File: config.mk
export PLATFORM = sky130hd
export DESIGN_NAME = u2_ctrl_core
export DESIGN_NICKNAME = d
export VERILOG_FILES = /design/src/design/ctrl_map_pkg.sv /design/src/design/wb_bus_pkg.sv /design/src/design/u2_ctrl_core.sv /design/src/design/irq_ctrl.sv /design/src/design/readback_mux.sv /design/src/design/ctrl_outputs.sv /design/src/design/settings_bus.sv /design/src/design/wb_decoder.sv /design/src/design/setting_reg.sv
export SDC_FILE = /design/constraint.sdc
export NUM_CORES = 1
export LEC_CHECK = 0
export BUFFER_PORTS_ARGS = -buffer_cell sky130_fd_sc_hd__buf_4
export CAP_MARGIN = 15
export CORE_ASPECT_RATIO = 0.7
export CORE_MARGIN = 4
export CORE_UTILIZATION = 45
export DETAILED_ROUTE_END_ITERATION = 16
export PLACE_DENSITY = 0.67
export SLEW_MARGIN = 10
export SYNTH_ARGS = -nofsm -noshare
export SYNTH_HDL_FRONTEND = slang
export SYNTH_SLANG_ARGS = --single-unit
File: constraint.sdc
create_clock -name dsp_clk -period 10.4 [get_ports dsp_clk]
set_clock_uncertainty 0.05 [all_clocks]
set_input_delay 2.08 -clock dsp_clk [delete_from_list [all_inputs] [get_ports dsp_clk]]
set_output_delay 2.08 -clock dsp_clk [all_outputs]
set_load 0.03 [all_outputs]
File: src/design/ctrl_map_pkg.sv
////////////////////
// Control register map
// Setting addresses, payload layouts, readback words, interrupt lines
////////////////////
`default_nettype none

package ctrl_map_pkg;

   localparam int SET_AW = 8;
   typedef logic [SET_AW-1:0] set_addr_t;

   // Setting register addresses
   localparam set_addr_t SR_CLOCK   = 0;
   localparam set_addr_t SR_SERDES  = 1;
   localparam set_addr_t SR_ADC     = 2;
   localparam set_addr_t SR_LED_SW  = 3;
   localparam set_addr_t SR_PHY     = 4;
   localparam set_addr_t SR_LED_SRC = 8;

   // Payloads, MSB first as they sit in the data word
   typedef struct packed {
      logic       ready;
      logic [1:0] clk_en;
      logic [1:0] clk_sel;
   } clock_ctrl_t;

   typedef struct packed {
      logic enable;
      logic prbsen;
      logic loopen;
      logic rx_en;
   } serdes_ctrl_t;

   typedef struct packed {
      logic oe_a;
      logic on_a;
      logic oe_b;
      logic on_b;
   } adc_ctrl_t;

   typedef logic [7:0] led_t;

   // High holds the PHY in reset
   typedef logic phy_ctrl_t;

   ////////////////////
   // Readback window
   localparam int RB_IW = 4;
   typedef logic [RB_IW-1:0] rb_idx_t;

   localparam rb_idx_t RB_STRAPS    = 9;
   localparam rb_idx_t RB_IRQ_LINES = 13;
   localparam rb_idx_t RB_CYCLES    = 15;

   ////////////////////
   // Interrupt controller
   localparam int IRQ_W = 16;
   typedef logic [IRQ_W-1:0] irq_vec_t;

   localparam logic IRQ_MASK_WORD = 1'b0;
   localparam logic IRQ_PEND_WORD = 1'b1;

endpackage

`default_nettype wire

File: src/design/wb_bus_pkg.sv
////////////////////
// Control bus definitions
// Widths, region decode field and slave region codes
////////////////////
`default_nettype none

package wb_bus_pkg;

   // Bus widths
   localparam int DW = 32;
   localparam int AW = 16;
   localparam int SW = 4;

   typedef logic [DW-1:0] word_t;
   typedef logic [AW-1:0] addr_t;

   // Top nibble of the byte address picks the slave
   localparam int DEC_HI = 15;
   localparam int DEC_LO = 12;
   localparam int RW     = DEC_HI - DEC_LO + 1;

   typedef logic [RW-1:0] region_t;

   localparam region_t REGION_READBACK = 5;
   localparam region_t REGION_SETTINGS = 7;
   localparam region_t REGION_IRQ      = 8;

   // Word index starts above the byte offset
   localparam int WORD_LSB = 2;

endpackage

`default_nettype wire
File: src/design/u2_ctrl_core.sv
////////////////////
// Control plane top level
// Bus decoder, settings, readback and interrupt slaves
////////////////////
`timescale 1ns/100ps
`default_nettype none

module u2_ctrl_core (
   input  wire                      dsp_clk,
   input  wire                      wb_rst,
   // Bus master port
   input  wire                      cyc_i,
   input  wire                      stb_i,
   input  wire                      we_i,
   input  wire wb_bus_pkg::addr_t   adr_i,
   input  wire [wb_bus_pkg::SW-1:0] sel_i,
   input  wire wb_bus_pkg::word_t   dat_i,
   output wb_bus_pkg::word_t        dat_o,
   output logic                     ack_o,
   output logic                     err_o,
   // Status inputs
   input  wire                      sim_mode_i,
   input  wire [3:0]                clock_divider_i,
   input  wire                      clk_status_i,
   input  wire                      serdes_link_up_i,
   input  wire ctrl_map_pkg::irq_vec_t irq_lines_i,
   // Pins
   output logic                     irq_o,
   output logic [7:0]               leds_o,
   output logic                     clock_ready_o,
   output logic [1:0]               clk_en_o,
   output logic [1:0]               clk_sel_o,
   output logic                     ser_enable_o,
   output logic                     ser_prbsen_o,
   output logic                     ser_loopen_o,
   output logic                     ser_rx_en_o,
   output logic                     adc_oe_a_o,
   output logic                     adc_on_a_o,
   output logic                     adc_oe_b_o,
   output logic                     adc_on_b_o,
   output logic                     phy_resetn_o
);
   import wb_bus_pkg::*;
   import ctrl_map_pkg::*;

   logic      s_we;
   addr_t     s_adr;
   word_t     s_dat;
   logic      rb_stb;
   logic      rb_ack;
   word_t     rb_dat;
   logic      sb_stb;
   logic      sb_ack;
   logic      ic_stb;
   logic      ic_ack;
   word_t     ic_dat;
   logic      set_stb;
   set_addr_t set_addr;
   word_t     set_data;

   ////////////////////
   // Bus fabric
   wb_decoder u_wb_decoder (
      .dsp_clk(dsp_clk), .wb_rst(wb_rst),
      .cyc_i(cyc_i), .stb_i(stb_i), .we_i(we_i), .adr_i(adr_i), .sel_i(sel_i),
      .dat_i(dat_i), .dat_o(dat_o), .ack_o(ack_o), .err_o(err_o),
      .s_we_o(s_we), .s_adr_o(s_adr), .s_dat_o(s_dat),
      .rb_stb_o(rb_stb), .rb_ack_i(rb_ack), .rb_dat_i(rb_dat),
      // Settings slave reads back zero
      .sb_stb_o(sb_stb), .sb_ack_i(sb_ack), .sb_dat_i('0),
      .ic_stb_o(ic_stb), .ic_ack_i(ic_ack), .ic_dat_i(ic_dat));

   ////////////////////
   // Slaves
   settings_bus u_settings_bus (
      .dsp_clk(dsp_clk), .wb_rst(wb_rst),
      .stb_i(sb_stb), .we_i(s_we), .adr_i(s_adr), .dat_i(s_dat), .ack_o(sb_ack),
      .set_stb_o(set_stb), .set_addr_o(set_addr), .set_data_o(set_data));

   readback_mux u_readback_mux (
      .dsp_clk(dsp_clk), .wb_rst(wb_rst),
      .stb_i(rb_stb), .adr_i(s_adr),
      .sim_mode_i(sim_mode_i), .clock_divider_i(clock_divider_i),
      .irq_lines_i(irq_lines_i), .dat_o(rb_dat), .ack_o(rb_ack));

   irq_ctrl u_irq_ctrl (
      .dsp_clk(dsp_clk), .wb_rst(wb_rst),
      .stb_i(ic_stb), .we_i(s_we), .adr_i(s_adr), .dat_i(s_dat),
      .dat_o(ic_dat), .ack_o(ic_ack),
      .irq_lines_i(irq_lines_i), .irq_o(irq_o));

   ////////////////////
   // Pin control
   ctrl_outputs u_ctrl_outputs (
      .dsp_clk(dsp_clk), .wb_rst(wb_rst),
      .set_stb_i(set_stb), .set_addr_i(set_addr), .set_data_i(set_data),
      .clk_status_i(clk_status_i), .serdes_link_up_i(serdes_link_up_i),
      .leds_o(leds_o), .clock_ready_o(clock_ready_o),
      .clk_en_o(clk_en_o), .clk_sel_o(clk_sel_o),
      .ser_enable_o(ser_enable_o), .ser_prbsen_o(ser_prbsen_o),
      .ser_loopen_o(ser_loopen_o), .ser_rx_en_o(ser_rx_en_o),
      .adc_oe_a_o(adc_oe_a_o), .adc_on_a_o(adc_on_a_o),
      .adc_oe_b_o(adc_oe_b_o), .adc_on_b_o(adc_on_b_o),
      .phy_resetn_o(phy_resetn_o));

endmodule

`default_nettype wire

File: src/design/irq_ctrl.sv
////////////////////
// Interrupt controller
// Edge-latched pending bits, mask and write-one-to-clear
////////////////////
`timescale 1ns/100ps
`default_nettype none

module irq_ctrl (
   input  wire                      dsp_clk,
   input  wire                      wb_rst,
   input  wire                      stb_i,
   input  wire                      we_i,
   input  wire wb_bus_pkg::addr_t   adr_i,
   input  wire wb_bus_pkg::word_t   dat_i,
   output wb_bus_pkg::word_t        dat_o,
   output logic                     ack_o,
   input  wire ctrl_map_pkg::irq_vec_t irq_lines_i,
   output logic                     irq_o
);
   import wb_bus_pkg::*;
   import ctrl_map_pkg::*;

   irq_vec_t mask_q;
   irq_vec_t pend_q;
   irq_vec_t lines_q;
   irq_vec_t rise;
   irq_vec_t clr;
   logic     take;
   logic     word_sel;

   assign take     = stb_i & ~ack_o;
   assign word_sel = adr_i[WORD_LSB];

   // Low in the last sample, high now
   assign rise = irq_lines_i & ~lines_q;

   assign clr = (take && we_i && word_sel == IRQ_PEND_WORD) ? dat_i[IRQ_W-1:0] : '0;

   // Sampled through reset, so a line already high is not an edge
   always_ff @(posedge dsp_clk) begin
      lines_q <= irq_lines_i;
   end

   always_ff @(posedge dsp_clk) begin
      if (wb_rst) begin
         ack_o  <= 1'b0;
         mask_q <= '0;
         pend_q <= '0;
         irq_o  <= 1'b0;
      end else begin
         ack_o <= take;
         if (take && we_i && word_sel == IRQ_MASK_WORD) begin
            mask_q <= dat_i[IRQ_W-1:0];
         end
         // A fresh edge wins over a clear of the same bit
         pend_q <= (pend_q & ~clr) | rise;
         irq_o  <= |(pend_q & mask_q);
      end
   end

   always_ff @(posedge dsp_clk) begin
      if (take) begin
         dat_o <= (word_sel == IRQ_PEND_WORD) ? word_t'(pend_q) : word_t'(mask_q);
      end
   end

endmodule

`default_nettype wire

File: src/design/readback_mux.sv
////////////////////
// Status readback window
// Sixteen read-only words, including a free-running cycle count
////////////////////
`timescale 1ns/100ps
`default_nettype none

module readback_mux (
   input  wire                      dsp_clk,
   input  wire                      wb_rst,
   input  wire                      stb_i,
   input  wire wb_bus_pkg::addr_t   adr_i,
   input  wire                      sim_mode_i,
   input  wire [3:0]                clock_divider_i,
   input  wire ctrl_map_pkg::irq_vec_t irq_lines_i,
   output wb_bus_pkg::word_t        dat_o,
   output logic                     ack_o
);
   import wb_bus_pkg::*;
   import ctrl_map_pkg::*;

   rb_idx_t rb_idx;
   word_t   rb_word;
   word_t   cycles_q;
   logic    take;

   assign rb_idx = adr_i[WORD_LSB +: RB_IW];
   assign take   = stb_i & ~ack_o;

   // Unlisted words read as zero
   always_comb begin
      case (rb_idx)
         RB_STRAPS:    rb_word = {sim_mode_i, {(DW-5){1'b0}}, clock_divider_i};
         RB_IRQ_LINES: rb_word = word_t'(irq_lines_i);
         RB_CYCLES:    rb_word = cycles_q;
         default:      rb_word = '0;
      endcase
   end

   always_ff @(posedge dsp_clk) begin
      if (wb_rst) begin
         ack_o    <= 1'b0;
         cycles_q <= '0;
      end else begin
         ack_o    <= take;
         cycles_q <= cycles_q + 1'b1;
      end
   end

   // Read data is captured with the ack
   always_ff @(posedge dsp_clk) begin
      if (take) begin
         dat_o <= rb_word;
      end
   end

endmodule

`default_nettype wire

File: src/design/ctrl_outputs.sv
////////////////////
// Pin control registers
// Clock, SERDES, ADC, PHY and LED pins from settings
////////////////////
`timescale 1ns/100ps
`default_nettype none

module ctrl_outputs (
   input  wire                      dsp_clk,
   input  wire                      wb_rst,
   input  wire                      set_stb_i,
   input  wire ctrl_map_pkg::set_addr_t set_addr_i,
   input  wire wb_bus_pkg::word_t   set_data_i,
   input  wire                      clk_status_i,
   input  wire                      serdes_link_up_i,
   output logic [7:0]               leds_o,
   output logic                     clock_ready_o,
   output logic [1:0]               clk_en_o,
   output logic [1:0]               clk_sel_o,
   output logic                     ser_enable_o,
   output logic                     ser_prbsen_o,
   output logic                     ser_loopen_o,
   output logic                     ser_rx_en_o,
   output logic                     adc_oe_a_o,
   output logic                     adc_on_a_o,
   output logic                     adc_oe_b_o,
   output logic                     adc_on_b_o,
   output logic                     phy_resetn_o
);
   import ctrl_map_pkg::*;

   clock_ctrl_t  clock_q;
   serdes_ctrl_t serdes_q;
   adc_ctrl_t    adc_q;
   phy_ctrl_t    phy_q;
   led_t         led_sw;
   led_t         led_src;
   led_t         led_hw;

   setting_reg #(.payload_t(clock_ctrl_t), .MY_ADDR(SR_CLOCK)) u_sr_clock (
      .dsp_clk(dsp_clk), .wb_rst(wb_rst), .set_stb_i(set_stb_i),
      .set_addr_i(set_addr_i), .set_data_i(set_data_i), .out_o(clock_q));

   setting_reg #(.payload_t(serdes_ctrl_t), .MY_ADDR(SR_SERDES)) u_sr_serdes (
      .dsp_clk(dsp_clk), .wb_rst(wb_rst), .set_stb_i(set_stb_i),
      .set_addr_i(set_addr_i), .set_data_i(set_data_i), .out_o(serdes_q));

   setting_reg #(.payload_t(adc_ctrl_t), .MY_ADDR(SR_ADC)) u_sr_adc (
      .dsp_clk(dsp_clk), .wb_rst(wb_rst), .set_stb_i(set_stb_i),
      .set_addr_i(set_addr_i), .set_data_i(set_data_i), .out_o(adc_q));

   setting_reg #(.payload_t(phy_ctrl_t), .MY_ADDR(SR_PHY)) u_sr_phy (
      .dsp_clk(dsp_clk), .wb_rst(wb_rst), .set_stb_i(set_stb_i),
      .set_addr_i(set_addr_i), .set_data_i(set_data_i), .out_o(phy_q));

   setting_reg #(.payload_t(led_t), .MY_ADDR(SR_LED_SW)) u_sr_led_sw (
      .dsp_clk(dsp_clk), .wb_rst(wb_rst), .set_stb_i(set_stb_i),
      .set_addr_i(set_addr_i), .set_data_i(set_data_i), .out_o(led_sw));

   setting_reg #(.payload_t(led_t), .MY_ADDR(SR_LED_SRC)) u_sr_led_src (
      .dsp_clk(dsp_clk), .wb_rst(wb_rst), .set_stb_i(set_stb_i),
      .set_addr_i(set_addr_i), .set_data_i(set_data_i), .out_o(led_src));

   ////////////////////
   // Pin unpacking
   assign clock_ready_o = clock_q.ready;
   assign clk_en_o      = clock_q.clk_en;
   assign clk_sel_o     = clock_q.clk_sel;

   assign ser_enable_o = serdes_q.enable;
   assign ser_prbsen_o = serdes_q.prbsen;
   assign ser_loopen_o = serdes_q.loopen;
   assign ser_rx_en_o  = serdes_q.rx_en;

   assign adc_oe_a_o = adc_q.oe_a;
   assign adc_on_a_o = adc_q.on_a;
   assign adc_oe_b_o = adc_q.oe_b;
   assign adc_on_b_o = adc_q.on_b;

   // Cleared register leaves the PHY running
   assign phy_resetn_o = ~phy_q;

   ////////////////////
   // LEDs, source bit 1 picks hardware status
   assign led_hw = {6'd0, clk_status_i, serdes_link_up_i};
   assign leds_o = (led_src & led_hw) | (~led_src & led_sw);

endmodule

`default_nettype wire

File: src/design/settings_bus.sv
////////////////////
// Settings bus
// Turns bus writes into one-cycle settings strobes
////////////////////
`timescale 1ns/100ps
`default_nettype none

module settings_bus (
   input  wire                      dsp_clk,
   input  wire                      wb_rst,
   input  wire                      stb_i,
   input  wire                      we_i,
   input  wire wb_bus_pkg::addr_t   adr_i,
   input  wire wb_bus_pkg::word_t   dat_i,
   output logic                     ack_o,
   output logic                     set_stb_o,
   output ctrl_map_pkg::set_addr_t  set_addr_o,
   output wb_bus_pkg::word_t        set_data_o
);
   import wb_bus_pkg::*;
   import ctrl_map_pkg::*;

   logic take;

   // New access only, the strobe stays up while our ack is out
   assign take = stb_i & ~ack_o;

   always_ff @(posedge dsp_clk) begin
      if (wb_rst) begin
         ack_o     <= 1'b0;
         set_stb_o <= 1'b0;
      end else begin
         ack_o     <= take;
         set_stb_o <= take & we_i;
      end
   end

   // Address and data only matter under set_stb_o
   always_ff @(posedge dsp_clk) begin
      if (take & we_i) begin
         set_addr_o <= adr_i[WORD_LSB +: SET_AW];
         set_data_o <= dat_i;
      end
   end

endmodule

`default_nettype wire

File: src/design/wb_decoder.sv
////////////////////
// Single-master bus decoder
// Routes the strobe by region and returns data, ack or error
////////////////////
`timescale 1ns/100ps
`default_nettype none

module wb_decoder (
   input  wire                      dsp_clk,
   input  wire                      wb_rst,
   // Master side
   input  wire                      cyc_i,
   input  wire                      stb_i,
   input  wire                      we_i,
   input  wire wb_bus_pkg::addr_t   adr_i,
   input  wire [wb_bus_pkg::SW-1:0] sel_i,
   input  wire wb_bus_pkg::word_t   dat_i,
   output wb_bus_pkg::word_t        dat_o,
   output logic                     ack_o,
   output logic                     err_o,
   // Request shared by all slaves
   output logic                     s_we_o,
   output wb_bus_pkg::addr_t        s_adr_o,
   output wb_bus_pkg::word_t        s_dat_o,
   // Readback slave
   output logic                     rb_stb_o,
   input  wire                      rb_ack_i,
   input  wire wb_bus_pkg::word_t   rb_dat_i,
   // Settings slave
   output logic                     sb_stb_o,
   input  wire                      sb_ack_i,
   input  wire wb_bus_pkg::word_t   sb_dat_i,
   // Interrupt slave
   output logic                     ic_stb_o,
   input  wire                      ic_ack_i,
   input  wire wb_bus_pkg::word_t   ic_dat_i
);
   import wb_bus_pkg::*;

   region_t region;
   logic    req;
   logic    unmapped;

   assign region   = adr_i[DEC_HI:DEC_LO];
   assign req      = cyc_i & stb_i;
   assign unmapped = (region != REGION_READBACK) && (region != REGION_SETTINGS) &&
                     (region != REGION_IRQ);

   assign rb_stb_o = req && (region == REGION_READBACK);
   assign sb_stb_o = req && (region == REGION_SETTINGS);
   assign ic_stb_o = req && (region == REGION_IRQ);

   assign s_we_o  = we_i;
   assign s_adr_o = adr_i;

   // Slaves are word wide, so unselected byte lanes go out as zero
   always_comb begin
      for (int b = 0; b < SW; b++) begin
         s_dat_o[8*b +: 8] = sel_i[b] ? dat_i[8*b +: 8] : 8'h00;
      end
   end

   // Response path follows the held request address
   always_comb begin
      case (region)
         REGION_READBACK: begin
            dat_o = rb_dat_i;
            ack_o = rb_ack_i;
         end
         REGION_SETTINGS: begin
            dat_o = sb_dat_i;
            ack_o = sb_ack_i;
         end
         REGION_IRQ: begin
            dat_o = ic_dat_i;
            ack_o = ic_ack_i;
         end
         default: begin
            dat_o = '0;
            ack_o = 1'b0;
         end
      endcase
   end

   // Unmapped access answers with the same latency as a slave ack
   always_ff @(posedge dsp_clk) begin
      if (wb_rst) begin
         err_o <= 1'b0;
      end else begin
         err_o <= req & unmapped & ~err_o;
      end
   end

endmodule

`default_nettype wire

File: src/design/setting_reg.sv
////////////////////
// Setting register
// Loads its payload from the settings strobe at its address
////////////////////
`timescale 1ns/100ps
`default_nettype none

module setting_reg #(
   parameter type                     payload_t = logic [7:0],
   parameter ctrl_map_pkg::set_addr_t MY_ADDR   = '0
) (
   input  wire                      dsp_clk,
   input  wire                      wb_rst,
   input  wire                      set_stb_i,
   input  wire ctrl_map_pkg::set_addr_t set_addr_i,
   input  wire wb_bus_pkg::word_t   set_data_i,
   output payload_t                 out_o
);
   import wb_bus_pkg::*;
   import ctrl_map_pkg::*;

   localparam int PW = $bits(payload_t);

   logic hit;

   assign hit = set_stb_i && (set_addr_i == MY_ADDR);

   // Payload sits in the low bits of the data word
   always_ff @(posedge dsp_clk) begin
      if (wb_rst) begin
         out_o <= payload_t'(0);
      end else if (hit) begin
         out_o <= payload_t'(set_data_i[PW-1:0]);
      end
   end

endmodule

`default_nettype wire

# Yosys cells after proc, flatten, opt, wreduce, memory -nomap -nowiden
# Cells that the tools add are included.
# W data, S select, Z words.
[classes] mux=7 n_addsub=1 eq_ne=14 reduce_logical=16 bitwise_logic=23
[op_table] op="$pmux W32 S3" count=1
[op_table] op="$pmux W32 S2" count=1
[op_table] op="$and A16 B16 Y16" count=3
[op_table] op="$add A32 B1 Y32 const B" count=1
[op_table] op="$mux W16" count=2
[op_table] op="$not A16 Y16" count=2
[op_table] op="$eq A4 B4 Y1 const B" count=4
[op_table] op="$eq A8 B2 Y1 const B" count=2
[op_table] op="$mux W8" count=2
[op_table] op="$or A16 B16 Y16" count=1
[op_table] op="$reduce_or A16 Y1" count=1
[op_table] op="$logic_and A1 B1 Y1" count=14
[op_table] op="$and A8 B2 Y8" count=1
[op_table] op="$and A8 B8 Y8" count=1
[op_table] op="$eq A4 B3 Y1 const B" count=2
[op_table] op="$eq A8 B1 Y1 const B" count=1
[op_table] op="$eq A8 B3 Y1 const B" count=1
[op_table] op="$eq A8 B4 Y1 const B" count=1
[op_table] op="$logic_not A8 Y1" count=1
[op_table] op="$ne A4 B3 Y1 const B" count=2
[op_table] op="$not A8 Y8" count=1
[op_table] op="$or A8 B8 Y8" count=1
[op_table] op="$and A1 B1 Y1" count=7
[op_table] op="$not A1 Y1" count=6
[op_table] op="2 further kinds" count=2
[totals] register_bits=196

# Logic depth before layout (Yosys ltp)
# Gate-level depths: netlist of run 1.
[logic_depth] depth_word=9 depth_mapped=7

# Modules after synthesis
# Synthesis of run 1 repeated with hierarchy kept, for this count alone.
[hier_totals] hier_cells=813 area_unflattened_um2=9262.6
[by_module_without_submodules] module="readback_mux" area_per_inst_um2=2800.2 cells_each=245 seq_area_each_um2=1621.6 instances=1
[by_module_without_submodules] module="irq_ctrl" area_per_inst_um2=2489.9 cells_each=237 seq_area_each_um2=1481.4 instances=1
[by_module_without_submodules] module="settings_bus" area_per_inst_um2=1271.2 cells_each=45 seq_area_each_um2=1241.2 instances=1
[by_module_without_submodules] module="wb_decoder" area_per_inst_um2=1107.3 cells_each=135 seq_area_each_um2=20.0 instances=1
[by_module_without_submodules] module="setting_reg at u_ctrl_outputs.u_sr_adc ..." area_per_inst_um2=214.0 cells_each=19 seq_area_each_um2=80.1 instances=2
[by_module_without_submodules] module="setting_reg at u_ctrl_outputs.u_sr_led_sw" area_per_inst_um2=386.6 cells_each=36 seq_area_each_um2=160.2 instances=1
[by_module_without_submodules] module="setting_reg at u_ctrl_outputs.u_sr_led_src" area_per_inst_um2=379.1 cells_each=37 seq_area_each_um2=160.2 instances=1
[by_module_without_submodules] module="setting_reg at u_ctrl_outputs.u_sr_clock" area_per_inst_um2=254.0 cells_each=23 seq_area_each_um2=100.1 instances=1
[by_module_without_submodules] module="ctrl_outputs" area_per_inst_um2=71.3 cells_each=9 seq_area_each_um2=0.0 instances=1
[by_module_without_submodules] module="setting_reg at u_ctrl_outputs.u_sr_phy" area_per_inst_um2=71.3 cells_each=7 seq_area_each_um2=20.0 instances=1
[by_module_without_submodules] module="u2_ctrl_core" area_per_inst_um2=3.8 cells_each=1 seq_area_each_um2=0.0 instances=1

# Worst setup path after synthesis of run 1
# OpenSTA, ideal clock, no wires.
[synth_timing] path_kind="input to register" startpoint="input adr_i[14]" endpoint="register u_readback_mux.dat_o[0], enable pin" setup_slack_ps=4296 setup_ps=501 arrival_time_ps=5553 path_stages=3 required_ps=9849 cell_sequence="nand2_1 > or2_2 > nor4_1"
[synth_between] elab_chain_cells=3
[synth_rtl] item="from (decl)" line_no="u2_ctrl_core.sv:15" text="input wire wb_bus_pkg::addr_t adr_i,"
[synth_rtl] item="$eq A4 B3 Y1" line_no="wb_decoder.sv:49" text="assign rb_stb_o = req && (region == REGION_READBACK);"
[synth_rtl] item="$logic_and A1 B1 Y1" line_no="wb_decoder.sv:49"
[synth_rtl] item="$and A1 B1 Y1" line_no="readback_mux.sv:28" text="assign take = stb_i & ~ack_o;"
[synth_rtl] item="named net u_readback_mux.take" line_no="readback_mux.sv:25" text="logic take;"
[synth_rtl] item="to (signal assigned)" line_no="readback_mux.sv:53" text="dat_o <= rb_word;"
[synth_rtl] item="to (decl)" line_no="readback_mux.sv:16" text="output wb_bus_pkg::word_t dat_o,"
# The timed path passes the listed nets, and every way through them passes these cells.
# A chain may end at the register's enable or synchronous reset.

# Final worst setup path of run 1
[layout_timing] startpoint="input adr_i[14]" endpoint="output dat_o[10]"
[layout_between] elab_chain_cells=2
[layout_rtl] item="$eq A4 B4 Y1 or $eq A4 B3 Y1 (tied branches)" line_no="wb_decoder.sv:65" text="case (region)"
[layout_rtl] item="$pmux W32 S2 *" line_no="wb_decoder.sv:65"
[layout_rtl] item="to (decl)" line_no="u2_ctrl_core.sv:18" text="output wb_bus_pkg::word_t dat_o,"
# Every way passes the cells marked *; elsewhere a longest branch is shown, timed or not.

==> metrics.csv, run 1 <==
stage,metric,value,unit
final_layout,area occupied by multi-input gates,2930,um^2
final_layout,design area,9050,um^2
synthesis,Post-synth EDFFs,64,
synthesis,yosys warns,0,
placement,Post-DP Area,8410,um^2
drt,total iterations of the first detailed-routing run,5,
synthesis,cell taking the most area after synthesis,dfxtp_1,
clock_network,H-Tree Depth,4,
run_status,outcome,"complete, no violations",
sta,"Slew Viols, Final",0,
sta,slew of the pin with the lowest slew margin,1.08,ns
sta,Final period util,0.557,
power_and_ir_drop,power density over the cells,165,nW/um^2
setup_path,crit path launch type,input port,
final_layout,"commonest cells after routing, fill and taps aside","buf_4, dfxtp_1, edfxtp_1",
sta,WHS,0.387,ns
synthesis,synthesized area,7380,um^2
floorplanning,num rows,38,
clock_network,CTS root buf,clkbuf_16,
setup_path,R2R Setup Slk,7.91,ns
sta,TNS Setup,0,ns
clock_network,hold buffers post-CTS,0,
drt,DRC Markers,0,
power_and_ir_drop,Worst IR Drop VDD,0.118,mV
floorplanning,Die Y,115,um
power_and_ir_drop,Comb power frac,0.049,
sta,Final Worst Setup Slack,4.61,ns
sta,RSZ-0062 raised after global routing,no,
power_and_ir_drop,Sequential Power Share,0.498,
drt,final WL,18100,um
final_layout,fin nets,866,
final_layout,Ant. Diodes,0,
clock_network,CTS Buffer Depth,2,
synthesis,Mean Syn Cell Area,10.8,um^2
floorplanning,Die X-Extent,161,um
global_route,first-pass GRT wire length,28500,um
final_layout,Layout Area Growth over Synthesis,22.7,%
clock_network,"Reg clk slew, reported paths",0.06,ns
clock_network,clock buffer count from CTS,17,
clock_network,CTS Sinks,180,
power_and_ir_drop,Internal Power,1.17,mW
run,max-cap violation count,0,
synthesis,Async SR Flop Fraction,0,
synthesis,sequential share of the synthesized area,0.575,
synthesis,distinct cell type count after synthesis,46,
floorplanning,I/O pin cnt,137,
placement,dpl hpwl,12900,um
drt,DRT iter0 DRCs,355,
synthesis,Synthesized Nets,766,
setup_path,maximum fanout along the worst path,32,
placement,pre-CTS WS,4.20,ns
sta,Period minus WS final,5.79,ns
power_and_ir_drop,clock power share,0.453,
floorplanning,Initial Util,0.468,
placement,port bufs,114,
power_and_ir_drop,leakage power,3.44,nW
global_route,total gr overflow,0,
final_layout,FILL cells,1367,
setup_path,Critical Path Sink Type,output pin,
worst_hold_path,WHS Path Cells,1,
placement,placer congestion estimate,0.846,
setup_path,R2R depth,4,
power_and_ir_drop,switching portion of total power,0.215,
final_layout,share of cells above drive strength 1,0.236,
global_route,initial antenna violation count,0,
worst_hold_path,Hold Crit Start,u_wb_decoder.err_o,
setup_path,r2r startpoint,u_readback_mux.cycles_q[11],
sta,Final Hold Fails,0,
placement,placed instance count,986,
final_layout,"leading cell type in the layout, fill and taps excluded",buf_4,
setup_path,Critical Path RT,8.27,ns
setup_path,worst reg2reg path endpoint,u_readback_mux.cycles_q[27],
clock_network,clock latency on the worst-skew pair,0.43,ns
synthesis,Syn Inst Count,685,
final_layout,Register Area,4240,um^2
floorplanning,Core Area,15800,um^2
drt,vias after detailed routing,5588,
setup_path,WS Path Type,input port to output pin,
sta,fmax,173,MHz
drt,via-per-instance ratio,5.49,
final_layout,Non-Filler Instances,1018,
global_route,pin count of the biggest net entering global routing,106,
global_route,number of global-route vias before repair,5365,
drt,WL/cell,17.8,um
clock_network,Post-CTS Resized,0,
clock_network,Post-CTS Setup Bufs,0,
sta,Max-slew headroom,0.279,
global_route,GRT Util Overall,0.198,
setup_path,CP arrival,3.66,ns
worst_hold_path,hold endpoint,u_wb_decoder.err_o,
synthesis,"Primary FF master, synth",dfxtp_1,
worst_hold_path,Hold WC Path Type,flop to flop,
power_and_ir_drop,P_sw,0.321,mW
sta,# setup viols final,0,
clock_network,CTS tree,done,
synthesis,Yosys reg bits,180,
synthesis,Area contributors post-synth,"dfxtp_1, edfxtp_1, mux2i_1",
synthesis,post-synth top area share,0.315,
floorplanning,Total Die Area,18500,um^2
drt,remaining antenna violation count,0,
## worst max-delay path: stages
cell and delay (ns):
buf_4 0.09, nand2_1 0.06, or2_2 0.34, nor2_4 0.58, a22o_1 0.31, buf_4 0.18
## synth_stat cells (3+ instances only)
cell and instances:
buf_2 3, a21oi_1 44, nor2_1 56, nor4_4 3, a22o_1 32, clkbuf_1 27, nand3_1 19, xnor2_1 4
or2_2 4, a222oi_1 4, nand4_1 9, buf_1 6, mux2_2 24, or4_1 11, o31ai_1 8, xor2_1 6
nor3_1 11, inv_1 18, nor2b_1 13, nand2_1 58, and2_1 31, edfxtp_1 64, nor4_1 7, and4_1 4
dfxtp_1 116, a221oi_1 3, mux2i_1 31, o21ai_0 21, nand2b_1 20, or3_1 6
## cell families after synthesis
group | synth area share
simple gates | 0.196
flops | 0.575
compound gates | 0.102
buf+inv | 0.0317
mux | 0.0817
xor+xnor | 0.0119
fa+ha+maj | 0.00170
## worst max-delay path by stage
stage          cells after the start                 endpoint  startpoint  slack (ns)
3_5_place_dp                       6                dat_o[10]   adr_i[14]        4.20
4_1_cts                            6                dat_o[10]   adr_i[14]        4.19
5_1_grt                            6                dat_o[10]   adr_i[12]        4.45
2_1_floorplan                      3  u_readback_mux.dat_o[0]   adr_i[14]        4.30
3_3_place_gp                       6                dat_o[10]   adr_i[14]        4.24
6_report                           6                dat_o[10]   adr_i[14]        4.61
## metrics by stage
stage,total power [mW],util
3_3_place_gp,0.829,0.533
5_1_grt,1.54,0.573
4_1_cts,1.50,0.573
6_report,1.49,0.573
2_1_floorplan,0.794,-
3_5_place_dp,0.831,0.533
## cell type report
cell class                 instances  share of cell area
sequential                       180               0.469
multi-input combinational        448               0.323
timing repair buffer             120              0.0995
clock buffer                      24              0.0616
tap                              220              0.0304
clock inverter                     8             0.00885
inverter                          18             0.00746
## power groups by stage
stage	registers, mW	logic [mW]	clock network [mW]
after floorplan	0.756	0.0373	0
after global placement	0.758	0.0710	0
after detailed placement	0.758	0.0729	0
after CTS	0.743	0.0732	0.685
after global routing	0.744	0.0794	0.721
final	0.743	0.0728	0.676
## registers in the layout (all words and copies together) (netlist names), 4 cells and up
signal,flops
u_readback_mux.cycles_q,32
u_readback_mux.dat_o,32
u_irq_ctrl.dat_o,16
u_irq_ctrl.lines_q,16
u_irq_ctrl.mask_q,16
u_irq_ctrl.pend_q,16
u_ctrl_outputs.u_sr_led_src.out_o,8
u_ctrl_outputs.u_sr_led_sw.out_o,8
u_settings_bus.set_addr_o,8
u_settings_bus.set_data_o,8
u_ctrl_outputs.u_sr_clock.out_o,5
u_ctrl_outputs.u_sr_adc.out_o,4
u_ctrl_outputs.u_sr_serdes.out_o,4
## routing by layer
| metal | vias to the layer above | routed length [um] | GRT usage |
|---|---|---|---|
| met5 | - | 0 | 0 |
| met4 | 0 | 177 | 0.0659 |
| met3 | 19 | 1150 | 0.0466 |
| met2 | 180 | 8200 | 0.297 |
| met1 | 2730 | 8570 | 0.286 |
| li1 | 2659 | - | - |
Note: power is estimated with default switching activity, not from simulation.
==> inputs of run 2 (changes only) <==
Settings changed: PLACE_DENSITY 0.67 to 0.69.
Clock period 10.4 ns to 4.8 ns, I/O delays scaled along.
==> metrics.csv, run 2 (synthesized netlist as in run 1, its figures left out) <==
stage,metric,value,unit,change
drt,final WL,17600,um,"was 18,100 um"
placement,placed instance count,987,,was 986
final_layout,fin nets,867,,was 866
global_route,first-pass GRT wire length,27800,um,"was 28,500 um"
worst_hold_path,Hold WC Path Type,flop to flop,,unchanged
drt,total iterations of the first detailed-routing run,5,,unchanged
sta,Final period util,0.771,,
worst_hold_path,WHS Path Cells,1,,unchanged
final_layout,"leading cell type in the layout, fill and taps excluded",buf_4,,unchanged
floorplanning,Initial Util,0.468,,unchanged
clock_network,hold buffers post-CTS,0,,unchanged
global_route,number of global-route vias before repair,5286,,"was 5,365"
sta,"Slew Viols, Final",0,,unchanged
clock_network,Post-CTS Resized,0,,unchanged
placement,placer congestion estimate,0.880,,was 0.846
final_layout,design area,9040,um^2,was 9050 um^2
clock_network,CTS tree,done,,unchanged
floorplanning,I/O pin cnt,137,,unchanged
drt,WL/cell,17.2,um,was 17.8 um
clock_network,H-Tree Depth,4,,unchanged
clock_network,Post-CTS Setup Bufs,0,,unchanged
drt,DRT iter0 DRCs,454,,was 355
final_layout,"commonest cells after routing, fill and taps aside","buf_4, dfxtp_1, edfxtp_1",,unchanged
clock_network,clock latency on the worst-skew pair,0.42,ns,was 0.43 ns
global_route,GRT Util Overall,0.192,,was 0.198
setup_path,maximum fanout along the worst path,17,,was 32
floorplanning,num rows,38,,unchanged
placement,Post-DP Area,8430,um^2,was 8410 um^2
setup_path,R2R depth,4,,unchanged
final_layout,Non-Filler Instances,1019,,"was 1,018"
power_and_ir_drop,power density over the cells,353,nW/um^2,was 165 nW/um^2
floorplanning,Die X-Extent,161,um,unchanged
clock_network,CTS Buffer Depth,2,,unchanged
run,max-cap violation count,0,,unchanged
clock_network,CTS root buf,clkbuf_16,,unchanged
setup_path,Critical Path Sink Type,output pin,,unchanged
worst_hold_path,hold endpoint,u_wb_decoder.err_o,,unchanged
sta,fmax,270,MHz,
sta,TNS Setup,0,ns,unchanged
global_route,pin count of the biggest net entering global routing,106,,unchanged
run_status,outcome,"complete, no violations",,unchanged
sta,RSZ-0062 raised after global routing,no,,unchanged
setup_path,WS Path Type,input port to output pin,,unchanged
drt,remaining antenna violation count,0,,unchanged
drt,vias after detailed routing,5514,,"was 5,588"
clock_network,clock buffer count from CTS,17,,unchanged
placement,dpl hpwl,12800,um,"was 12,900 um"
sta,# setup viols final,0,,unchanged
final_layout,Layout Area Growth over Synthesis,22.6,%,was 22.7%
setup_path,Critical Path RT,3.79,ns,was 8.27 ns
final_layout,Ant. Diodes,0,,unchanged
placement,port bufs,114,,unchanged
sta,Final Hold Fails,0,,unchanged
final_layout,share of cells above drive strength 1,0.237,,was 0.236
global_route,initial antenna violation count,0,,unchanged
drt,DRC Markers,0,,unchanged
sta,Max-slew headroom,0.214,,was 0.279
setup_path,R2R Setup Slk,2.36,ns,was 7.91 ns
setup_path,CP arrival,2.69,ns,was 3.66 ns
setup_path,crit path launch type,input port,,unchanged
global_route,total gr overflow,0,,unchanged
setup_path,worst reg2reg path endpoint,u_readback_mux.cycles_q[27],,unchanged
final_layout,Final Core Density,0.573,,about the same
floorplanning,Die Y,115,um,unchanged
final_layout,FILL cells,1373,,"was 1,367"
power_and_ir_drop,Power Total,3.19,mW,was 1.49 mW
power_and_ir_drop,Worst IR Drop VDD,0.241,mV,was 0.118 mV
sta,slew of the pin with the lowest slew margin,1.17,ns,was 1.08 ns
floorplanning,Total Die Area,18500,um^2,unchanged
floorplanning,Core Area,15800,um^2,unchanged
power_and_ir_drop,leakage power,3.43,nW,was 3.44 nW
sta,Period minus WS final,3.70,ns,
clock_network,CTS Sinks,180,,unchanged
clock_network,"Reg clk slew, reported paths",0.06,ns,about the same
drt,via-per-instance ratio,5.41,,was 5.49
setup_path,r2r startpoint,u_readback_mux.cycles_q[6],,was u_readback_mux.cycles_q[11]
worst_hold_path,Hold Crit Start,u_wb_decoder.err_o,,unchanged
final_layout,largest registers,"u_readback_mux.cycles_q (32), u_readback_mux.dat_o (32)",,unchanged
run 2: metal layers:
metal,part of all wire,GRT usage,vias up
met5,0,0,-
met1,0.48,0.278,2680
met3,0.058,0.0408,22
met4,0.017,0.0653,0
met2,0.44,0.289,153
li1,-,-,2659
run 2: how the worst max path moves through the flow:
stage / from / to / slack [ns] / depth (start not counted)
3_3_place_gp: adr_i[14] / dat_o[27] / 1.15 / 7
6_report: adr_i[14] / dat_o[23] / 1.10 / 7
2_1_floorplan: adr_i[14] / u_readback_mux.dat_o[0] / 1.14 / 3
3_5_place_dp: adr_i[14] / dat_o[23] / 1.08 / 7
4_1_cts: adr_i[14] / dat_o[23] / 1.08 / 7
5_1_grt: adr_i[14] / dat_o[25] / 0.95 / 7
run 2: critical path, stage by stage:
cell and delay, ns:
buf_4 0.09, nand2_1 0.06, or2_2 0.34, nor2_2 0.61, buf_4 0.31, and2_1 0.15, buf_4 0.16
run 2: layout make-up:
class | count | area (um^2) | area share
well taps | 220 | 275 | 0.0304
multi-input cells | 448 | 2930 | 0.324
inverters | 18 | 67.6 | 0.00747
clock inverters | 9 | 83.8 | 0.00927
flip-flops and latches | 180 | 4240 | 0.469
clock buffers | 23 | 533 | 0.0589
repair buffers | 121 | 908 | 0.100
run 2: through the flow:
step,hold slack (ns),setup WS (ns)
after floorplan,0.361,1.14
after global placement,0.362,1.15
after detailed placement,0.375,1.08
after CTS,0.384,1.08
after global routing,0.407,0.950
final,0.382,1.10
run 2: power by group:
part	switching, mW	internal, mW
Clock	0.582	0.842
Combinational	0.0894	0.0682
Sequential	0.0138	1.60
Total	0.685	2.51
